[src/source/cpu_pkg.sv]
package cpu_pkg;

	// Datapath, fetch address and register file sizes
	localparam int data_w = 16;
	localparam int pc_w = 16;
	localparam int reg_count = 16;
	localparam int reg_aw = 4;

	// Major opcode in the top nibble
	// Codes not listed here decode as a no-op
	typedef enum logic [3:0] {
		op_alu  = 4'd0,
		op_addi = 4'd1,
		op_ldi  = 4'd2,
		op_beqz = 4'd3,
		op_jmp  = 4'd4,
		op_halt = 4'd15
	} opcode_e;

	// ALU function, taken from func[2:0] for register-register ops
	typedef enum logic [2:0] {
		alu_add = 3'd0,
		alu_sub = 3'd1,
		alu_and = 3'd2,
		alu_or  = 3'd3,
		alu_xor = 3'd4,
		alu_shl = 3'd5,
		alu_shr = 3'd6,
		alu_slt = 3'd7
	} alu_op_e;

	// Register-register layout, func[3] is spare
	typedef struct packed {
		opcode_e             opcode;
		logic [reg_aw-1:0]   r1;
		logic [reg_aw-1:0]   r2;
		logic [3:0]          func;
	} r_form_t;

	// Immediate layout for addi, ldi and beqz
	typedef struct packed {
		opcode_e             opcode;
		logic [reg_aw-1:0]   r1;
		logic [7:0]          imm8;
	} i_form_t;

	// Relative jump layout
	typedef struct packed {
		opcode_e             opcode;
		logic [11:0]         off12;
	} j_form_t;

	// One fetched word, three views of the same bits
	typedef union packed {
		r_form_t r_form;
		i_form_t i_form;
		j_form_t j_form;
	} instr_u;

	// Operand source chosen by the forwarding mux
	typedef enum logic [1:0] {
		from_reg,
		from_exec,
		from_wb
	} fwd_sel_e;

	// Decode to execute payload, 41 bits
	typedef struct packed {
		logic                valid;
		logic                reg_wr;
		logic [reg_aw-1:0]   dest;
		alu_op_e             alu_op;
		logic [data_w-1:0]   a;
		logic [data_w-1:0]   b;
	} exec_t;

	// Retired register write, 21 bits
	typedef struct packed {
		logic                we;
		logic [reg_aw-1:0]   addr;
		logic [data_w-1:0]   data;
	} wb_t;

endpackage

[src/source/alu.sv]
`timescale 1ns/1ps

module alu (
	input  cpu_pkg::alu_op_e            alu_op,
	input  logic [cpu_pkg::data_w-1:0]  a,
	input  logic [cpu_pkg::data_w-1:0]  b,
	output logic [cpu_pkg::data_w-1:0]  result
);

	// Shift amount from the low nibble of b
	logic [3:0] shamt;
	logic lt;

	assign shamt = b[3:0];

	// Two's complement compare
	assign lt = $signed(a) < $signed(b);

	always_comb begin
		case (alu_op)
			cpu_pkg::alu_add: begin
				result = a + b;
			end
			cpu_pkg::alu_sub: begin
				result = a - b;
			end
			cpu_pkg::alu_and: begin
				result = a & b;
			end
			cpu_pkg::alu_or: begin
				result = a | b;
			end
			cpu_pkg::alu_xor: begin
				result = a ^ b;
			end
			cpu_pkg::alu_shl: begin
				result = a << shamt;
			end
			// Logical, zero fill
			cpu_pkg::alu_shr: begin
				result = a >> shamt;
			end
			// 1 or 0, no flags kept
			cpu_pkg::alu_slt: begin
				result = {{(cpu_pkg::data_w-1){1'b0}}, lt};
			end
			default: begin
				result = '0;
			end
		endcase
	end

endmodule

[src/source/control_main.sv]
`timescale 1ns/1ps

module control_main (
	input  logic                        clk,
	input  logic                        rst_n,
	input  cpu_pkg::instr_u             instr,
	input  logic [cpu_pkg::data_w-1:0]  operand_a,
	input  logic [cpu_pkg::data_w-1:0]  operand_b,
	output logic [cpu_pkg::reg_aw-1:0]  r1,
	output logic [cpu_pkg::reg_aw-1:0]  r2,
	output cpu_pkg::exec_t              issue,
	output logic                        redirect,
	output logic [cpu_pkg::pc_w-1:0]    jump_offset,
	output logic                        hold,
	output logic                        halted
);

	// Run/drain/halt sequencer
	typedef enum logic [1:0] {st_run, st_drain, st_halted} state_e;

	state_e state;
	logic drain_cnt;
	logic run;
	logic halt_dec;
	logic [cpu_pkg::data_w-1:0] imm_se;
	logic [cpu_pkg::pc_w-1:0] off_se;

	assign run = (state == st_run);

	// Read ports straight from the register fields
	assign r1 = instr.r_form.r1;
	assign r2 = instr.r_form.r2;

	// Sign extended immediates
	assign imm_se = {{(cpu_pkg::data_w-8){instr.i_form.imm8[7]}}, instr.i_form.imm8};
	assign off_se = {{(cpu_pkg::pc_w-12){instr.j_form.off12[11]}}, instr.j_form.off12};

	always_comb begin
		issue = '0;
		issue.valid = run;
		issue.dest = instr.r_form.r1;
		issue.alu_op = cpu_pkg::alu_add;
		issue.a = operand_a;
		issue.b = operand_b;
		redirect = 1'b0;
		jump_offset = imm_se;
		halt_dec = 1'b0;
		case (instr.r_form.opcode)
			cpu_pkg::op_alu: begin
				issue.reg_wr = 1'b1;
				issue.alu_op = cpu_pkg::alu_op_e'(instr.r_form.func[2:0]);
			end
			cpu_pkg::op_addi: begin
				issue.reg_wr = 1'b1;
				issue.b = imm_se;
			end
			// Load immediate as 0 + imm
			cpu_pkg::op_ldi: begin
				issue.reg_wr = 1'b1;
				issue.a = '0;
				issue.b = imm_se;
			end
			// Branch compares the forwarded r1 value
			cpu_pkg::op_beqz: begin
				redirect = (operand_a == '0);
			end
			cpu_pkg::op_jmp: begin
				redirect = 1'b1;
				jump_offset = off_se;
			end
			cpu_pkg::op_halt: begin
				halt_dec = run;
			end
			default: begin
			end
		endcase
		// R0 is hardwired, drop its writes here
		if (instr.r_form.r1 == '0) begin
			issue.reg_wr = 1'b0;
		end
		// Nothing issues or redirects outside run
		if (!run) begin
			issue.reg_wr = 1'b0;
			redirect = 1'b0;
		end
	end

	// Keep pc on the halt word from the decode cycle on
	assign hold = halt_dec || !run;
	assign halted = (state == st_halted);

	// Two drain cycles let the in-flight writes retire
	always_ff @(posedge clk or negedge rst_n) begin
		if (!rst_n) begin
			state <= st_run;
			drain_cnt <= 1'b0;
		end else begin
			case (state)
				st_run: begin
					drain_cnt <= 1'b0;
					if (halt_dec) begin
						state <= st_drain;
					end
				end
				st_drain: begin
					drain_cnt <= 1'b1;
					if (drain_cnt) begin
						state <= st_halted;
					end
				end
				default: begin
					state <= st_halted;
				end
			endcase
		end
	end

	a_no_redirect_on_hold: assert property (
		@(posedge clk) disable iff (!rst_n) hold |-> !redirect
	) else $error("redirect while fetch is held");

endmodule

[src/source/cpu_top.sv]
`timescale 1ns/1ps

module cpu_top (
	input  logic                      clk,
	input  logic                      rst_n,
	output logic [cpu_pkg::pc_w-1:0]  pc,
	input  cpu_pkg::instr_u           instr,
	output cpu_pkg::wb_t              wb,
	output logic                      halted
);

	// Fetch control
	logic hold;
	logic redirect;
	logic [cpu_pkg::pc_w-1:0] jump_offset;

	// Decode operands
	logic [cpu_pkg::reg_aw-1:0] r1;
	logic [cpu_pkg::reg_aw-1:0] r2;
	logic [cpu_pkg::data_w-1:0] rd1;
	logic [cpu_pkg::data_w-1:0] rd2;
	logic [cpu_pkg::data_w-1:0] operand_a;
	logic [cpu_pkg::data_w-1:0] operand_b;

	// Execute stage feedback
	cpu_pkg::exec_t issue;
	logic exec_wr;
	logic [cpu_pkg::reg_aw-1:0] exec_dest;
	logic [cpu_pkg::data_w-1:0] exec_result;

	program_counter u_pc (
		.clk         (clk),
		.rst_n       (rst_n),
		.hold        (hold),
		.redirect    (redirect),
		.jump_offset (jump_offset),
		.pc          (pc)
	);

	control_main u_ctrl (
		.clk         (clk),
		.rst_n       (rst_n),
		.instr       (instr),
		.operand_a   (operand_a),
		.operand_b   (operand_b),
		.r1          (r1),
		.r2          (r2),
		.issue       (issue),
		.redirect    (redirect),
		.jump_offset (jump_offset),
		.hold        (hold),
		.halted      (halted)
	);

	register_file u_rf (
		.clk   (clk),
		.rst_n (rst_n),
		.r1    (r1),
		.r2    (r2),
		.wb    (wb),
		.rd1   (rd1),
		.rd2   (rd2)
	);

	// Bypass from execute and writeback into decode
	operand_forward u_fwd (
		.r1          (r1),
		.r2          (r2),
		.rd1         (rd1),
		.rd2         (rd2),
		.exec_wr     (exec_wr),
		.exec_dest   (exec_dest),
		.exec_result (exec_result),
		.wb          (wb),
		.operand_a   (operand_a),
		.operand_b   (operand_b)
	);

	execute_pipe u_exe (
		.clk         (clk),
		.rst_n       (rst_n),
		.issue       (issue),
		.exec_wr     (exec_wr),
		.exec_dest   (exec_dest),
		.exec_result (exec_result),
		.wb          (wb)
	);

endmodule

[src/source/execute_pipe.sv]
`timescale 1ns/1ps

module execute_pipe (
	input  logic                        clk,
	input  logic                        rst_n,
	input  cpu_pkg::exec_t              issue,
	output logic                        exec_wr,
	output logic [cpu_pkg::reg_aw-1:0]  exec_dest,
	output logic [cpu_pkg::data_w-1:0]  exec_result,
	output cpu_pkg::wb_t                wb
);

	// Execute stage register
	cpu_pkg::exec_t ex_q;

	// Decode to execute boundary
	always_ff @(posedge clk or negedge rst_n) begin
		if (!rst_n) begin
			ex_q <= '0;
		end else begin
			ex_q <= issue;
		end
	end

	alu u_alu (
		.alu_op (ex_q.alu_op),
		.a      (ex_q.a),
		.b      (ex_q.b),
		.result (exec_result)
	);

	// Live write in execute as seen by the forwarding mux
	assign exec_wr = ex_q.valid && ex_q.reg_wr;
	assign exec_dest = ex_q.dest;

	// Execute to writeback boundary
	// wb is visible two cycles after decode
	always_ff @(posedge clk or negedge rst_n) begin
		if (!rst_n) begin
			wb <= '0;
		end else begin
			wb.we <= exec_wr;
			wb.addr <= ex_q.dest;
			wb.data <= exec_result;
		end
	end

	// R0 writes are dropped back in decode
	a_no_r0_write: assert property (
		@(posedge clk) disable iff (!rst_n) wb.we |-> (wb.addr != '0)
	) else $error("write to R0 reached writeback");

endmodule

[src/source/operand_forward.sv]
`timescale 1ns/1ps

module operand_forward (
	input  logic [cpu_pkg::reg_aw-1:0]  r1,
	input  logic [cpu_pkg::reg_aw-1:0]  r2,
	input  logic [cpu_pkg::data_w-1:0]  rd1,
	input  logic [cpu_pkg::data_w-1:0]  rd2,
	input  logic                        exec_wr,
	input  logic [cpu_pkg::reg_aw-1:0]  exec_dest,
	input  logic [cpu_pkg::data_w-1:0]  exec_result,
	input  cpu_pkg::wb_t                wb,
	output logic [cpu_pkg::data_w-1:0]  operand_a,
	output logic [cpu_pkg::data_w-1:0]  operand_b
);

	cpu_pkg::fwd_sel_e sel_a;
	cpu_pkg::fwd_sel_e sel_b;

	// Youngest producer first
	// Writes to R0 never reach here, so R0 stays zero
	function automatic cpu_pkg::fwd_sel_e pick_src(
		input logic [cpu_pkg::reg_aw-1:0] src,
		input logic                       ex_wr,
		input logic [cpu_pkg::reg_aw-1:0] ex_dest,
		input cpu_pkg::wb_t               wb_in
	);
		if (ex_wr && ex_dest == src) begin
			return cpu_pkg::from_exec;
		end else if (wb_in.we && wb_in.addr == src) begin
			return cpu_pkg::from_wb;
		end
		return cpu_pkg::from_reg;
	endfunction

	always_comb begin
		sel_a = pick_src(r1, exec_wr, exec_dest, wb);
		sel_b = pick_src(r2, exec_wr, exec_dest, wb);
	end

	// Operand muxes, also the branch compare input
	always_comb begin
		case (sel_a)
			cpu_pkg::from_exec: operand_a = exec_result;
			cpu_pkg::from_wb:   operand_a = wb.data;
			default:            operand_a = rd1;
		endcase
		case (sel_b)
			cpu_pkg::from_exec: operand_b = exec_result;
			cpu_pkg::from_wb:   operand_b = wb.data;
			default:            operand_b = rd2;
		endcase
	end

endmodule

[src/source/program_counter.sv]
`timescale 1ns/1ps

module program_counter (
	input  logic                      clk,
	input  logic                      rst_n,
	input  logic                      hold,
	input  logic                      redirect,
	input  logic [cpu_pkg::pc_w-1:0]  jump_offset,
	output logic [cpu_pkg::pc_w-1:0]  pc
);

	// Next fetch address
	logic [cpu_pkg::pc_w-1:0] pc_next;

	// Hold wins, then branch or jump, else sequential fetch
	// Offsets are relative to the instruction being decoded
	always_comb begin
		if (hold) begin
			pc_next = pc;
		end else if (redirect) begin
			pc_next = pc + jump_offset;
		end else begin
			pc_next = pc + 1'b1;
		end
	end

	// Fetch starts at word 0
	always_ff @(posedge clk or negedge rst_n) begin
		if (!rst_n) begin
			pc <= '0;
		end else begin
			pc <= pc_next;
		end
	end

	// Frozen fetch while draining or halted
	a_hold_freezes_pc: assert property (
		@(posedge clk) disable iff (!rst_n) hold |=> $stable(pc)
	) else $error("pc moved after hold");

endmodule

[src/source/register_file.sv]
`timescale 1ns/1ps

module register_file (
	input  logic                        clk,
	input  logic                        rst_n,
	input  logic [cpu_pkg::reg_aw-1:0]  r1,
	input  logic [cpu_pkg::reg_aw-1:0]  r2,
	input  cpu_pkg::wb_t                wb,
	output logic [cpu_pkg::data_w-1:0]  rd1,
	output logic [cpu_pkg::data_w-1:0]  rd2
);

	// General registers, index 0 never read back
	logic [cpu_pkg::data_w-1:0] regs [cpu_pkg::reg_count];

	// Write lands at the end of the writeback cycle
	always_ff @(posedge clk or negedge rst_n) begin
		if (!rst_n) begin
			for (int i = 0; i < cpu_pkg::reg_count; i++) begin
				regs[i] <= '0;
			end
		end else if (wb.we) begin
			regs[wb.addr] <= wb.data;
		end
	end

	// Asynchronous reads, R0 forced to zero
	always_comb begin
		rd1 = regs[r1];
		rd2 = regs[r2];
		if (r1 == '0) begin
			rd1 = '0;
		end
		if (r2 == '0) begin
			rd2 = '0;
		end
	end

endmodule
[config.mk]
export PLATFORM = sky130hd
export DESIGN_NAME = cpu_top
export DESIGN_NICKNAME = d
export VERILOG_FILES = /design/src/source/cpu_pkg.sv /design/src/source/alu.sv /design/src/source/control_main.sv /design/src/source/cpu_top.sv /design/src/source/execute_pipe.sv /design/src/source/operand_forward.sv /design/src/source/program_counter.sv /design/src/source/register_file.sv
export SDC_FILE = /design/constraint.sdc
export NUM_CORES = 1
export LEC_CHECK = 0
export ABC_AREA = 1
export BUFFER_PORTS_ARGS = -buffer_cell sky130_fd_sc_hd__buf_2
export CAP_MARGIN = 15
export CORE_MARGIN = 4
export CORE_UTILIZATION = 35
export DETAILED_ROUTE_END_ITERATION = 12
export SYNTH_ARGS = -nofsm -noshare
export SYNTH_HDL_FRONTEND = slang
export SYNTH_SLANG_ARGS = --single-unit
[constraint.sdc]
create_clock -name clk -period 5.2 [get_ports clk]
set_clock_uncertainty 0.2 [all_clocks]
set_input_delay 1.04 -clock clk [delete_from_list [all_inputs] [get_ports clk]]
set_output_delay 1.04 -clock clk [all_outputs]
set_load 0.005 [all_outputs]
==> out/metrics.cfg <==
[critical_path]
crit_fanout = 22
rrSetupSlack_ns = 0.27
r2r_end = u_pc.pc[14]
crit_family = simple AND/OR/NAND/NOR gates
slowest_delay_ns = 0.40
worst-setup-path-type = reg -> reg
crit_buf_inv = 6
critPathCaptureType = register
start_kind = register
critPathSlowestCell = dfrtp_1
crit_path_frequent_cell = nand2_1
rr_startpoint = u_exe.ex_q[1]
arrival_ns = 5.15
worstPathRequired_ns = 5.41
ff2ff_path_depth = 34

[clocking]
cts_buffers = 40
clock_sinks = 337
clockBufferDepth = 3
path_clk_slew_ns = 0.06
holdBufCountCts = 0
clock-root-buffer = clkbuf_16
cts_tree = yes
h-tree-depth = 2
clk_latency_ns = 0.57

[synthesis]
synthFlopType = dfrtp_1
syn-num-nets = 3274
async_flop_share_pct = 100
yosys-top-cells-area = dfrtp_1, nand2_1, o21ai_0, nand3_1, a21oi_1
synth_edf_count = 0
netlist_area_mm2 = 0.0219
yosysSeqAreaShare_pct = 38.5
synth_largest_type_area_fraction_pct = 38.5
synth_largest_area_cell = dfrtp_1
syn_area_per_cell_um2 = 6.88
ys_ff_latch = 337
ys_types = 47
yosysWarnings = 0
synthCells = 3189

[global_routing]
grt_first_pass_wirelength_um = 124000
grt_use_total_pct = 23.5
grt_pass1_vias = 21200
gr-total-overflow = 0
antenna_found_initial = 0
grt_max_degree = 220

[detailed_routing]
drt-initial-drc-count = 2362
drc_errors = 0
vias_per_cell = 5.31
drt_pass1_iterations = 8
drtAntennaViolNets = 0
via_count = 22700
wl_um = 80700
wl_per_cell_um = 18.9

[floorplanning]
initial_core_util_pct = 35.5
die_x_um = 258
rows = 91
die-area_mm2 = 0.0667
io_pins = 56
fp.coreArea_mm2 = 0.0618
chipHeight_um = 258

[place]
port_buffers = 55
place_congestion = 0.976
placed_cell_area_mm2 = 0.0248
dpl.hpwl_um = 56500
dp.cells = 4171

[cells_and_area]
final_cells = 4264
final_common_cell = nand2_1
fillCellCount = 6402
area_growth_pct = 23.2
nets = 3483
drive_gt1_share_pct = 17.4
final_area_mm2 = 0.0270
fin_util_pct = 43.7
layout_common_cells = nand2_1, o21ai_0, dfrtp_1

[sta]
hold_viol_final = 0
period_share_pct = 94.9
setup_violations = 0
slew-limit-headroom_pct = 27.2
max_freq_ghz = 0.203
finalSetupTns_ns = 0
fin_crit_ns = 4.93
slew_viol_final = 0
worst_slew_pin_slew_ns = 1.09

[min_path]
holdCritPathClass = reg -> reg
worstHoldStart = u_exe.exec_dest[2]
holdPathEnd = u_exe.wb[18]
hold_path_depth = 0

[power]
ir_drop_v = 0.000246
power_per_cell_area_mw_per_mm2 = 287
power_uw = 7760
p_leak_uw = 0.0126

[run_status]
status = completed

[flow_run]
max_cap_viol_count = 0

## registers in the layout (all words and copies together), names as in the netlist
| name | cells |
|---|---|
| u_ctrl.drain_cnt | 1 |
| u_ctrl.state | 2 |
| u_exe.ex_q | 37 |
| u_exe.exec_dest | 4 |
| u_exe.wb | 21 |
| u_pc.pc | 16 |
| u_rf.regs | 256 |
## metal layers
layer / GRT usage, % / wire, µm / vias to the layer above
met5: 0 / 0 / -
li1: - / - / 11000
met1: 32.3 / 35100 / 10600
met3: 4.29 / 6110 / 182
met2: 37.4 / 36500 / 888
met4: 8.49 / 2900 / 0
## cell type report
cell class              instances  area, µm²  area share, %
flip-flops and latches        337       8430           31.2
multi-input cells            2371      12100           44.9
well taps                     837       1050           3.88
inverters                     272       1020           3.79
diodes                          1       2.50        0.00926
clock buffers                  53       1090           4.04
clock inverters                17        223          0.824
repair buffers                376       3080           11.4
## cell families after synthesis
group / after synthesis / share of synthesized area [%]
xor gates and xnor gates: 15 / 0.599
buffers and inverters: 481 / 9.11
adders and majority gates: 67 / 3.93
AOI/OAI and AO/OA: 894 / 21.6
and+or+nand+nor: 1395 / 26.3
DFF: 337 / 38.5
## metrics by stage
stage | hold WS (ns) | setup WS (ns)
after floorplan | 0.195 | 0.163
after global placement | 0.237 | -0.399
after detailed placement | 0.237 | -0.493
after CTS | 0.251 | 0.0190
after global routing | 0.270 | -0.0429
final | 0.246 | 0.266
## cell usage after synthesis (3+ instances only)
library cell and number:
nand3b_1 4, nand2_1 795, nand2_2 3, o22ai_1 3, nand3_1 290, nor2_1 250
nor3_1 13, xnor2_1 3, fa_1 3, inv_1 258, buf_4 14, o21ai_0 568
a21oi_1 203, o211ai_1 66, buf_6 12, nor2_2 5, o21ai_1 21, dfrtp_1 337
o21bai_1 6, xor2_1 12, inv_2 11, a211oi_1 4, or2_2 5, clkinv_1 3
nand4_1 16, and2_1 6, clkbuf_1 133, buf_2 39, buf_1 11, ha_1 64
a22oi_1 9
## what timing repair did
| action | CTS | global route |
|---|---|---|
| resized for setup | 27 | 145 |
| setup endpoints to repair | 6 | 7 |
| buffers inserted | 4 | 17 |
| pin swaps | 2 | 60 |
| gates cloned | 1 | 0 |
| endpoints found under the hold margin | 0 | 0 |
## how the worst max path moves through the flow
stage / startpoint / to / slack, ns / cells after the start
2_1_floorplan: u_exe.ex_q[2] / u_pc.pc[14] / 0.16 / 38
3_3_place_gp: instr[10] / u_pc.pc[14] / -0.40 / 37
3_5_place_dp: instr[10] / u_pc.pc[14] / -0.49 / 34
4_1_cts: u_exe.ex_q[6] / u_pc.pc[15] / 0.02 / 36
5_1_grt: u_exe.ex_q[0] / u_pc.pc[12] / -0.04 / 36
6_report: u_exe.ex_q[1] / u_pc.pc[14] / 0.27 / 34
## power breakdown
group	total [µW]	leakage [µW]	internal (µW)	switching (µW)
registers	2780	0.00461	2690	84.1
clock network	2870	0.000643	1720	1140
logic	2120	0.00737	772	1350
total	7760	0.0126	5190	2570
No activity file was read; power rests on OpenSTA's default activity.
